### src/hw/bps_pkg.sv
`default_nettype none

package bps_pkg;

    localparam int LABELS        = 16;
    localparam int MESSAGE_WIDTH = 6;
    localparam int MSG_BITS      = LABELS * MESSAGE_WIDTH;
    localparam int WORD_BITS     = 64;
    localparam int VADR_BITS     = 48;

    localparam int HEADER_BYTES         = 40;  // Field package header
    localparam int DATA_BYTES_PER_ENTRY = 16;  // Skipped data-cost region
    localparam int ENTRY_STRIDE         = 32;  // Message entry pitch in memory

    typedef logic [WORD_BITS-1:0] word_t;
    typedef logic [VADR_BITS-1:0] vadr_t;
    typedef logic [MSG_BITS-1:0]  msg_vec_t;  // Label i at bits [6i+5:6i]

    typedef enum logic [2:0] {
        OP_IDLE  = 3'd0,
        OP_LOAD  = 3'd1,
        OP_STORE = 3'd4   // 2 and 3 reserved
    } opcode_t;

endpackage

`default_nettype wire
### src/hw/message_ram.sv
`default_nettype none

module message_ram import bps_pkg::*; #(
    parameter int ENTRIES   = 8,
    parameter int ADDR_BITS = 3
) (
    input  wire logic                 clk,
    input  wire logic                 we,
    input  wire logic [ADDR_BITS-1:0] addr,
    input  wire msg_vec_t             wdata,
    output msg_vec_t                  rdata
);

    // One horizontal message vector per field entry
    msg_vec_t mem [ENTRIES];

    always_ff @(posedge clk) begin
        if (we) begin
            mem[addr] <= wdata;
        end
        rdata <= mem[addr];  // Old data on read during write
    end

endmodule

`default_nettype wire

### config.mk
export PLATFORM = sky130hd
export DESIGN_NAME = message_ram
export DESIGN_NICKNAME = d
export VERILOG_FILES = /design/src/hw/bps_pkg.sv /design/src/hw/message_ram.sv
export SDC_FILE = /design/constraint.sdc
export NUM_CORES = 1
export LEC_CHECK = 0
export BUFFER_PORTS_ARGS = -buffer_cell sky130_fd_sc_hd__buf_2
export CAP_MARGIN = 20
export CORE_MARGIN = 4
export CORE_UTILIZATION = 37
export CTS_CLUSTER_DIAMETER = 200
export DETAILED_ROUTE_END_ITERATION = 8
export GPL_TIMING_DRIVEN = 0
export HOLD_SLACK_MARGIN = 0.08
export SLEW_MARGIN = 15
export SYNTH_ARGS = -nofsm -noshare
export SYNTH_HDL_FRONTEND = slang
export SYNTH_SLANG_ARGS = --single-unit
### constraint.sdc
create_clock -name clk -period 9.95 [get_ports clk]
set_clock_uncertainty 0.2 [all_clocks]
set_input_delay 0.4975 -clock clk [delete_from_list [all_inputs] [get_ports clk]]
set_output_delay 0.4975 -clock clk [all_outputs]
set_load 0.02 [all_outputs]
# Word level (Yosys, flattened, before mapping)
# Memory sizes are Yosys's and may differ from the RTL's. A register that Yosys moved wholly into a read port is not among the register bits.
# Cells that the tools add are included.
# classes
n_mux	2
# ops
op	count
$mux 1	2
# word_totals
register_bits	0
ramBits	768
in_bits	101
output_inout_bits	96
word_cells	3
memories	1
# memory_table
memory	words	width	rd	rd_ports_with_merged_regs	wr	line_no	rtl
mem	8	96	1	1	1	message_ram.sv:15	msg_vec_t mem [ENTRIES];

# Longest topological paths before layout
# Gate-level depths: netlist (run 1).
# depth
word_depth	2
ltp_mapped	7
depth_no_buf	3

# Worst setup path after synthesis (run 1)
# OpenSTA, ideal clock, no wires.
# synth_timing
path_kind	input to register
from	input addr[2]
to	memory mem[5][0] (netlist name) (enable)
setup_time_ns	0.669
arrival_time_ns	7.883
required_ns	9.081
setup_slack_ns	1.198
stages	6
n_path_buf	4
cell_sequence	buf_2 > buf_6 > buf_2 > clkbuf_1 > nand2_1 > nor3_1
# synth_rtl
element	line_no	rtl
from (decl)	message_ram.sv:9	input wire logic [ADDR_BITS-1:0] addr,
to (decl)	message_ram.sv:15	
# No word-level cell before the write port.

# Worst setup path in the final report (run 1)
# layout_timing
from	input addr[2]
to	memory mem[4][42] (netlist name) (enable)
# No word-level cell before the write port.

==> metrics.cfg, run 1 <==
[worst_setup_path]
endpoint_kind=flip-flop
startpoint_type=input pin
r2r_slack_ns=8.36
crit_arrival_ns=4.08
ff2ff_path_depth=3
crit_type=in -> reg
worstReg2RegEnd=rdata[10]
worstPathRequired_ns=10.09
path_max_fanout=10
r2r-start=mem[4][10]

[synthesis]
synth_compound_area_share_pct=5.68
ys_top_cells_by_count=edfxtp_1, mux2_2, a22oi_1, dfxtp_1, a222oi_1
synth_area_leaders=edfxtp_1, mux2_2, dfxtp_1, mux4_2, a22oi_1
yosysTopAreaCellShare_pct=74.3
synth_top_family_by_area=multiplexers
syn_avg_cell_area_um2=20.4
yosysMostFrequentCell=edfxtp_1
seq_area_frac_synth_pct=80.4
synth_ff_type=edfxtp_1
async_flop_share_pct=0
syn_nets=1627
mappedNetlistArea_um2=31100
netlist_instances=1526
muxShareOfSynthArea_pct=11.7
synthXorXnorAreaFrac_pct=0
yosysUniqueCellTypes=23
synth-simple-area-share_pct=0.677
synth-adder-area-share_pct=0
ys_warn_count=0
yosysTopAreaCell=edfxtp_1
synth_enable_flop_cells=768
ys_seq_elements=864

[hold_path]
hp-start=mem[0][47]
whs_path_depth=2
min_path_type=reg -> reg
hold_path_end=rdata[47]

[detailed_routing]
remaining_drc_errors=0
vias=16300
drt_iter0_markers=1546
post_drt_wl_per_cell_um=24.1
wl_mm=75.6
drt_first_pass_iters=8
antenna_left=0
vias_per_cell=5.19

[clock_tree]
clk_pin_slew_ns=0.06
cts-root-buf=clkbuf_16
clk_latency_ns=0.63
numClockSinks=864
cts_buffers=90
cts_tree=yes
clk_path_buf_depth=3
cts_post_setup_buffers_inserted=0
h-tree-depth=3

[global_route]
antenna_found_initial=8
grt_pass1_vias=17300
gr-total-overflow=0
grt.total_usage_pct=16.9
grt_max_degree=22
grt_pass1_wl_mm=112

[placed_design]
placed_cells=2872
gp_congestion=0.699
dpl.hpwl_mm=49.4
portBuffers=194
place_ws_ns=5.27

[pwr]
power_density_nw_per_um2=207
p_total_uw=7950
ir_drop_mv=0.118
p_leak_uw=0.0130

[floorplan]
start_util_pct=37.6
dieArea_um2=88600
core_area_um2=82600
dieWidth_um=298
die_h_um=298
io-pin-count=197
rows=105

[timing]
layout_setup_ws_ns=6.01
max_freq_ghz=0.254
finalSetupViolCount=0
hold_viol=0
slew_headroom_pct=42.8
maxSlewViolCount=0
rsz0062_at_grt=false
finalSetupTns_ns=0
tightest_slew_ns=0.859
period_share_pct=39.6
fin_crit_ns=3.94

[finish]
instances_no_fill=3140
fin_util_pct=46.5
syn2layout_area_growth_pct=23.6
nNetsFinal=2091
layout-drive-gt1-share_pct=36.7

[status]
outcome=complete, no violations

[job]
maxCapViolations=0

==> where the power goes <==
part | switching (uW) | internal [uW]
clock | 1330 | 1960
combinational | 312 | 210
sequential | 38.3 | 4100
total | 1680 | 6270
==> final cells by class <==
class | count | area (um2)
repair buffers | 372 | 2990
clock buffers | 135 | 2640
plain buffers | 89 | 454
fillers | 6887 | 44200
flip-flops and latches | 864 | 25000
multi-input cells | 571 | 5660
diodes | 7 | 17.5
inverters | 2 | 7.51
well taps | 1070 | 1340
clock inverters | 30 | 304
==> cell families after synthesis <==
logic type / after synthesis
AOI/OAI and AO/OA: 235
buffers and inverters: 91
DFF: 864
muxes: 287
and+or+nand+nor: 49
==> metrics by stage <==
stage | instance area, um2 | hold WS, ns
after floorplan | 31100 | 0.235
after global placement | 33400 | 0.249
after detailed placement | 34500 | 0.261
after CTS | 38400 | 0.273
after global routing | 38400 | 0.296
final | 38400 | 0.269
==> how the worst max path moves through the flow <==
| stage | slack, ns | end | startpoint |
|---|---|---|---|
| 2_1_floorplan | 1.20 | mem[5][0] | addr[2] |
| 3_3_place_gp | -7.38 | mem[5][42] | addr[2] |
| 3_5_place_dp | 5.27 | mem[4][42] | addr[2] |
| 4_1_cts | 5.94 | mem[4][42] | addr[2] |
| 5_1_grt | 5.80 | mem[4][42] | addr[2] |
| 6_report | 6.01 | mem[4][42] | addr[2] |
==> metal layers <==
layer	up-vias	track usage [%]	share of wire [%]	routed length, um
met1	8454	22.5	43	32400
li1	7219	-	-	-
met2	498	28.4	49	37100
met3	112	3.29	5.9	4470
met5	-	0	0.017	13
met4	2	4.70	2.1	1600
==> critical path, stage by stage <==
cell      delay (ns)
buf_2           0.36
buf_6           0.28
buf_2           0.34
clkbuf_1        0.63
nand2_1         0.41
nor3_2          0.67
buf_4           0.33
buf_6           0.18
buf_4           0.21
buf_6           0.15
==> cell usage in the layout (no fill, tap or decap), drive strengths merged <==
| master | n |
|---|---|
| nor2 | 5 |
| and3b | 1 |
| o211ai | 29 |
| and2 | 1 |
| diode | 7 |
| dfxtp | 96 |
| clkbuf | 165 |
| mux4 | 36 |
| inv | 4 |
| o21ai | 49 |
| mux2 | 251 |
| a222oi | 48 |
| a221oi | 2 |
| nand2b | 1 |
| nand2 | 32 |
| nor2b | 4 |
| bufinv | 5 |
| nor3 | 5 |
| dlygate4sd3 | 96 |
| edfxtp | 768 |
| clkinvlp | 1 |
| a22oi | 107 |
| buf | 335 |
| clkinv | 22 |
==> state kept, by name (all words and copies together), names as in the netlist <==
| signal | flops |
|---|---|
| rdata | 96 |
| mem | 768 |
==> what timing repair did <==
action / CTS / global route
hold buffers: 96 / 0
resized for setup: 0 / 0
hold endpoints to repair: 768 / 0
No activity file was read; power rests on OpenSTA's default activity.
==> run 2: changes to the inputs <==
--- a/config.mk
+++ b/config.mk
@@ -5,6 +5,7 @@
 export SDC_FILE = /design/constraint.sdc
 export NUM_CORES = 1
 export LEC_CHECK = 0
+export ABC_AREA = 1
 export BUFFER_PORTS_ARGS = -buffer_cell sky130_fd_sc_hd__buf_2
 export CAP_MARGIN = 20
 export CORE_MARGIN = 4
==> constraint.sdc (replaced) <==
create_clock -name clk -period 3.8 [get_ports clk]
set_clock_uncertainty 0.2 [all_clocks]
set_input_delay 0.19 -clock clk [delete_from_list [all_inputs] [get_ports clk]]
set_output_delay 0.19 -clock clk [all_outputs]
set_load 0.02 [all_outputs]
==> metrics.cfg, run 2 <==
[status]
outcome=complete, no violations

[pwr]
swShare_pct=22.8
p_int_uw=16400
seqPwrFrac_pct=51.0
switching_power_uw=4850
power.share.clock_pct=41.4
p_leak_uw=0.0184
ir_drop_mv=0.302
p_total_uw=21200
power_density_nw_per_um2=507
comb_power_share_pct=7.6

[timing]
maxSlewViolCount=0
fin_crit_ns=3.66
max_freq_ghz=0.273
finalSetupViolCount=0
rsz0062_at_grt=false
hold_viol=0
tightest_slew_ns=0.870
slew_headroom_pct=42.0
period_share_pct=96.4

[placed_design]
dpl_cell_area_um2=37800
gp_congestion=0.734
dpl.hpwl_mm=56.9
portBuffers=195

[finish]
syn2layout_area_growth_pct=22.3
top_regs=mem x768, rdata x96
fin_util_pct=45.6
top_register=mem
final_cell_mix=nand2_1, edfxtp_1, inv_1
nNetsFinal=3762
fill_cells=8376
largest_register_ffs=768
layout-drive-gt1-share_pct=12.4
final_common_cell=nand2_1
final_area_um2=41800

[floorplan]
dieArea_um2=97300
dieWidth_um=312
die_h_um=312
start_util_pct=37.3
rows=111
io-pin-count=197
core_area_um2=91700

[worst_setup_path]
cp_slowest_cell=buf_1
crit_arrival_ns=3.80
crit_top_cell=buf_16
worstReg2RegEnd=rdata[42]
crit_type=in -> reg
r2r-start=mem[7][42]
r2r_slack_ns=2.60
max_stage_delay_ns=0.62
worstPathRequired_ns=3.93
ff2ff_path_depth=6
endpoint_kind=flip-flop
critical_path.endpoint=mem[3][16]
worstSetupStartpoint=addr[1]
crit_path_cell_trace=dlygate4sd3_1 -> buf_2 -> buf_2 -> buf_1 -> nand2_1 -> nor2_4 -> buf_12 -> buf_16 -> buf_16 -> buf_16
startpoint_type=input pin
path_max_fanout=14

[synthesis]
synth_top_family_by_area=simple AND/OR/NAND/NOR gates
synthXorXnorAreaFrac_pct=0
synth_enable_flop_cells=768
synth-simple-area-share_pct=19.9
syn_avg_cell_area_um2=10.6
async_flop_share_pct=0
yosysMostFrequentCell=nand2_1
muxShareOfSynthArea_pct=0
ys_top_cells_by_count=nand2_1, edfxtp_1, inv_1, nand3_1, dfxtp_1
synth_area_leaders=edfxtp_1, nand2_1, dfxtp_1, inv_1, nand3_1
ys_warn_count=0
synth_compound_area_share_pct=0
syn_nets=3325
yosysTopAreaCell=edfxtp_1
yosysTopAreaCellShare_pct=67.5
synth_ff_type=edfxtp_1
mappedNetlistArea_um2=34200
seq_area_frac_synth_pct=73.1
synth-adder-area-share_pct=0
ys_seq_elements=864
yosysUniqueCellTypes=13
netlist_instances=3224

[detailed_routing]
drt_first_pass_iters=7
antenna_left=0
post_drt_wl_per_cell_um=17.6
remaining_drc_errors=0
vias=22300
drt_iter0_markers=1893
vias_per_cell=4.53
wl_mm=86.8

[clock_tree]
h-tree-depth=3
cts-root-buf=clkbuf_16
cts_buffers=91
numClockSinks=864
clk_pin_slew_ns=0.06
clk_latency_ns=0.66
cts_post_setup_buffers_inserted=0
clk_path_buf_depth=3
cts_tree=yes

[global_route]
grt_pass1_wl_mm=129
antenna_found_initial=8
grt_max_degree=23
gr-total-overflow=0
grt_pass1_vias=21300
grt.total_usage_pct=17.7

[job]
maxCapViolations=0

[hold_path]
min_path_type=in -> reg

[run 2: cell count changes after synthesis, moves of 8 or more]
cell,change
mux4_2,-36
o21ai_0,-46
a222oi_1,-48
nand2_1,+1513
mux2_2,-251
inv_1,+474
buf_6,-8
o211ai_1,-29
nand3_1,+190
a22oi_1,-107
buf_2,+22
clkbuf_1,+26
[run 2: power by group through the flow]
stage	Combinational [uW]	Clock (uW)	Sequential (uW)
floorplan	676	0	11200
global placement	1440	0	11000
detailed placement	1530	0	11000
CTS	1640	8980	10800
global route	1790	9380	10800
finish	1610	8780	10800
[run 2: worst min path at each step]
stage	from	to	cells after the start
floorplan	wdata[0]	mem[0][0]	0
global placement	wdata[4]	mem[6][4]	1
detailed placement	wdata[62]	mem[3][62]	1
CTS	wdata[23]	mem[1][23]	2
global route	wdata[24]	mem[0][24]	2
finish	wdata[23]	mem[3][23]	2
[run 2: cells by family (layout without fill, tap and decap cells)]
kind of cell | after synthesis | after routing
buffers and inverters | 616 | 1130
DFF | 864 | 864
other | 0 | 8
and+or+nand+nor | 1744 | 1744
[run 2: layer usage]
| metal | track usage, % | share of wire (%) | vias to the layer above |
|---|---|---|---|
| met5 | 0 | 0.031 | - |
| met4 | 4.36 | 1.9 | 4 |
| met3 | 3.83 | 7.3 | 129 |
| met2 | 29.5 | 47 | 657 |
| met1 | 23.6 | 44 | 10500 |
| li1 | - | - | 11100 |
[run 2: critical path: cells and delay by family]
kind,cells,cell delay [ns]
buffers and inverters,8,2.67
AND/OR/NAND/NOR,2,0.88
[run 2: final cells by class]
class	instances	area, um2	share of cell area, %
Buffer	136	614	1.47
Clock inverter	45	473	1.13
Sequential cell	864	25000	59.8
Tap cell	1186	1480	3.55
Inverter	480	1800	4.31
Clock buffer	125	2490	5.95
Antenna cell	8	20.0	0.0479
Timing Repair Buffer	344	3080	7.37
Multi-Input combinational cell	1744	6860	16.4
[run 2: timing repair]
| item | 4_1_cts | 5_1_grt |
|---|---|---|
| resized for setup | 0 | 0 |
| setup endpoints to repair | 0 | 0 |
| endpoints found under the hold margin | 871 | 0 |
| hold buffers | 100 | 0 |
[run 2: metrics by stage]
stage | hold slack (ns) | setup WS, ns | setup TNS [ns] | cells
4_1_cts | 0.116 | 0.251 | 0 | 4924
3_5_place_dp | 0.265 | 0.211 | 0 | 4654
2_1_floorplan | 0.0889 | -0.247 | -99.55 | 3224
6_report | 0.153 | 0.136 | 0 | 4932
5_1_grt | 0.149 | 0.0743 | 0 | 4925
3_3_place_gp | 0.259 | -3.50 | -2207.82 | 4605
==> run 3: changes to the inputs <==
--- a/config.mk
+++ b/config.mk
@@ -8,12 +8,14 @@
 export ABC_AREA = 1
 export BUFFER_PORTS_ARGS = -buffer_cell sky130_fd_sc_hd__buf_2
 export CAP_MARGIN = 20
+export CORE_ASPECT_RATIO = 1.25
 export CORE_MARGIN = 4
 export CORE_UTILIZATION = 37
 export CTS_CLUSTER_DIAMETER = 200
 export DETAILED_ROUTE_END_ITERATION = 8
 export GPL_TIMING_DRIVEN = 0
 export HOLD_SLACK_MARGIN = 0.08
+export PLACE_DENSITY_LB_ADDON = 0.12
 export SLEW_MARGIN = 15
 export SYNTH_ARGS = -nofsm -noshare
 export SYNTH_HDL_FRONTEND = slang
==> metrics.cfg, run 3 (synthesized netlist as in run 2, its figures left out) <==
[status]
outcome=complete, no violations

[worst_setup_path]
worstPathRequired_ns=3.93
crit_top_cell=buf_12
max_stage_delay_ns=0.62
crit_arrival_ns=3.37
cp_slowest_cell=clkbuf_1
r2r-start=mem[2][4]
worstReg2RegEnd=rdata[4]
ff2ff_path_depth=6
r2r_slack_ns=2.63
path_max_fanout=20
cp_top_family=buffers and inverters
crit_type=in -> reg
startpoint_type=input pin
crit_buf_inv=7
crit_path_cell_trace=dlygate4sd3_1 -> buf_2 -> inv_2 -> nor2_2 -> clkbuf_1 -> inv_1 -> nor2_4 -> buf_12 -> buf_12
endpoint_kind=flip-flop

[floorplan]
dieArea_um2=97300
die_h_um=348
io-pin-count=197
rows=124
dieWidth_um=280
start_util_pct=37.3
core_area_um2=91500

[detailed_routing]
wl_met1_mm=40.1
wl_mm=91.1
post_drt_wl_per_cell_um=18.5
drt_iter0_markers=1384
dr.max_layer_used=met5
met2WireLength_mm=45.0
wl_met3_mm=4.01
remaining_drc_errors=0
antenna_left=0
vias_per_cell=4.44
drt_first_pass_iters=7
vias=21900

[clock_tree]
hold_buffers=99
cts_post_setup_buffers_inserted=0
clk_pin_slew_ns=0.06
h-tree-depth=3
clk_path_buf_depth=3
cts-root-buf=clkbuf_16
cts_buffers=90
numClockSinks=864
cts_tree=yes
ctsResizeCount=0
clk_latency_ns=0.65

[timing]
max_freq_ghz=0.309
fin_crit_ns=3.23
rsz0062_at_grt=false
hold_viol=0
period_share_pct=85.1
slew_headroom_pct=43.2
tightest_slew_ns=0.852
finalSetupViolCount=0
maxSlewViolCount=0

[global_route]
grt_pass1_wl_mm=135
grt_max_degree=22
antenna_found_initial=9
gr-total-overflow=0
grt.total_usage_pct=18.7
grt_pass1_vias=21400

[hold_path]
whs_path_depth=8
hold_path_end=rdata[95]
min_path_type=in -> reg
hp-start=addr[0]

[finish]
fin_util_pct=45.6
largest_register_ffs=768
top_register=mem
final_common_cell=nand2_1
nNetsFinal=3760
syn2layout_area_growth_pct=22.2
final_cell_mix=nand2_1, edfxtp_1, inv_1
top_regs=mem x768, rdata x96
layout-drive-gt1-share_pct=12.3

[pwr]
p_total_uw=21400
ir_drop_mv=0.284
power_density_nw_per_um2=513
p_leak_uw=0.0184

[placed_design]
portBuffers=195
gp_congestion=0.716
dpl.hpwl_mm=58.1

[job]
maxCapViolations=0

## run 3: changes by cell type in the layout (fill, tap and decap cells not counted), sizes merged
cell	change
diode	-5
dlygate4sd3	-1
bufinv	+2
clkinvlp	+1
clkbuf	+7
clkinv	-12
## run 3: cell type report
| cell class | count | area [um2] |
|---|---|---|
| inverter | 480 | 1800 |
| buffer | 136 | 614 |
| antenna | 3 | 7.51 |
| clock buffer | 132 | 2580 |
| timing repair buffer | 343 | 2980 |
| clock inverter | 36 | 444 |
| fill | 8503 | 49800 |
| multi-input combinational | 1744 | 6860 |
| sequential | 864 | 25000 |
| tap | 1197 | 1500 |
## run 3: worst reg2reg max path: stages (launching register included)
cell and delay, ns:
edfxtp_1 0.36, nand2_1 0.07, nand2_1 0.06, nand2_1 0.05, nand2_1 0.06, nand2_1 0.06, nand2_1 0.15
## run 3: worst max-delay path by stage
stage / from / to / slack [ns] / cells past startpoint
final: addr[2] / mem[4][30] / 0.57 / 9
after global routing: addr[2] / mem[4][33] / 0.39 / 9
after CTS: addr[1] / mem[2][60] / 0.57 / 8
after detailed placement: addr[1] / mem[2][57] / 0.51 / 7
after global placement: addr[2] / mem[4][30] / -3.92 / 6
after floorplan: addr[1] / mem[2][0] / -0.25 / 4
## run 3: metrics by stage
step / instances / area [um2] / TNS [ns] / setup slack, ns / hold WS [ns]
global route: 4932 / 41800 / 0 / 0.392 / 0.152
floorplan: 3224 / 34200 / -99.55 / -0.247 / 0.0889
detailed placement: 4665 / 37700 / 0 / 0.508 / 0.264
finish: 4935 / 41800 / 0 / 0.565 / 0.123
CTS: 4932 / 41800 / 0 / 0.574 / 0.0829
global placement: 4616 / 36700 / -2513.00 / -3.92 / 0.262
## run 3: report_power, final
part	switching (uW)	leakage, uW	internal [uW]
sequential	88.5	0.00778	10700
clock	3620	0.00147	5380
combinational	1130	0.00913	493
total	4840	0.0184	16600
## run 3: metal layers
metal  up-vias  GRT usage [%]
li1      11000              -
met1     10300           24.1
met2       465           32.8
met3       128           2.98
met4         6           5.07
met5         -              0
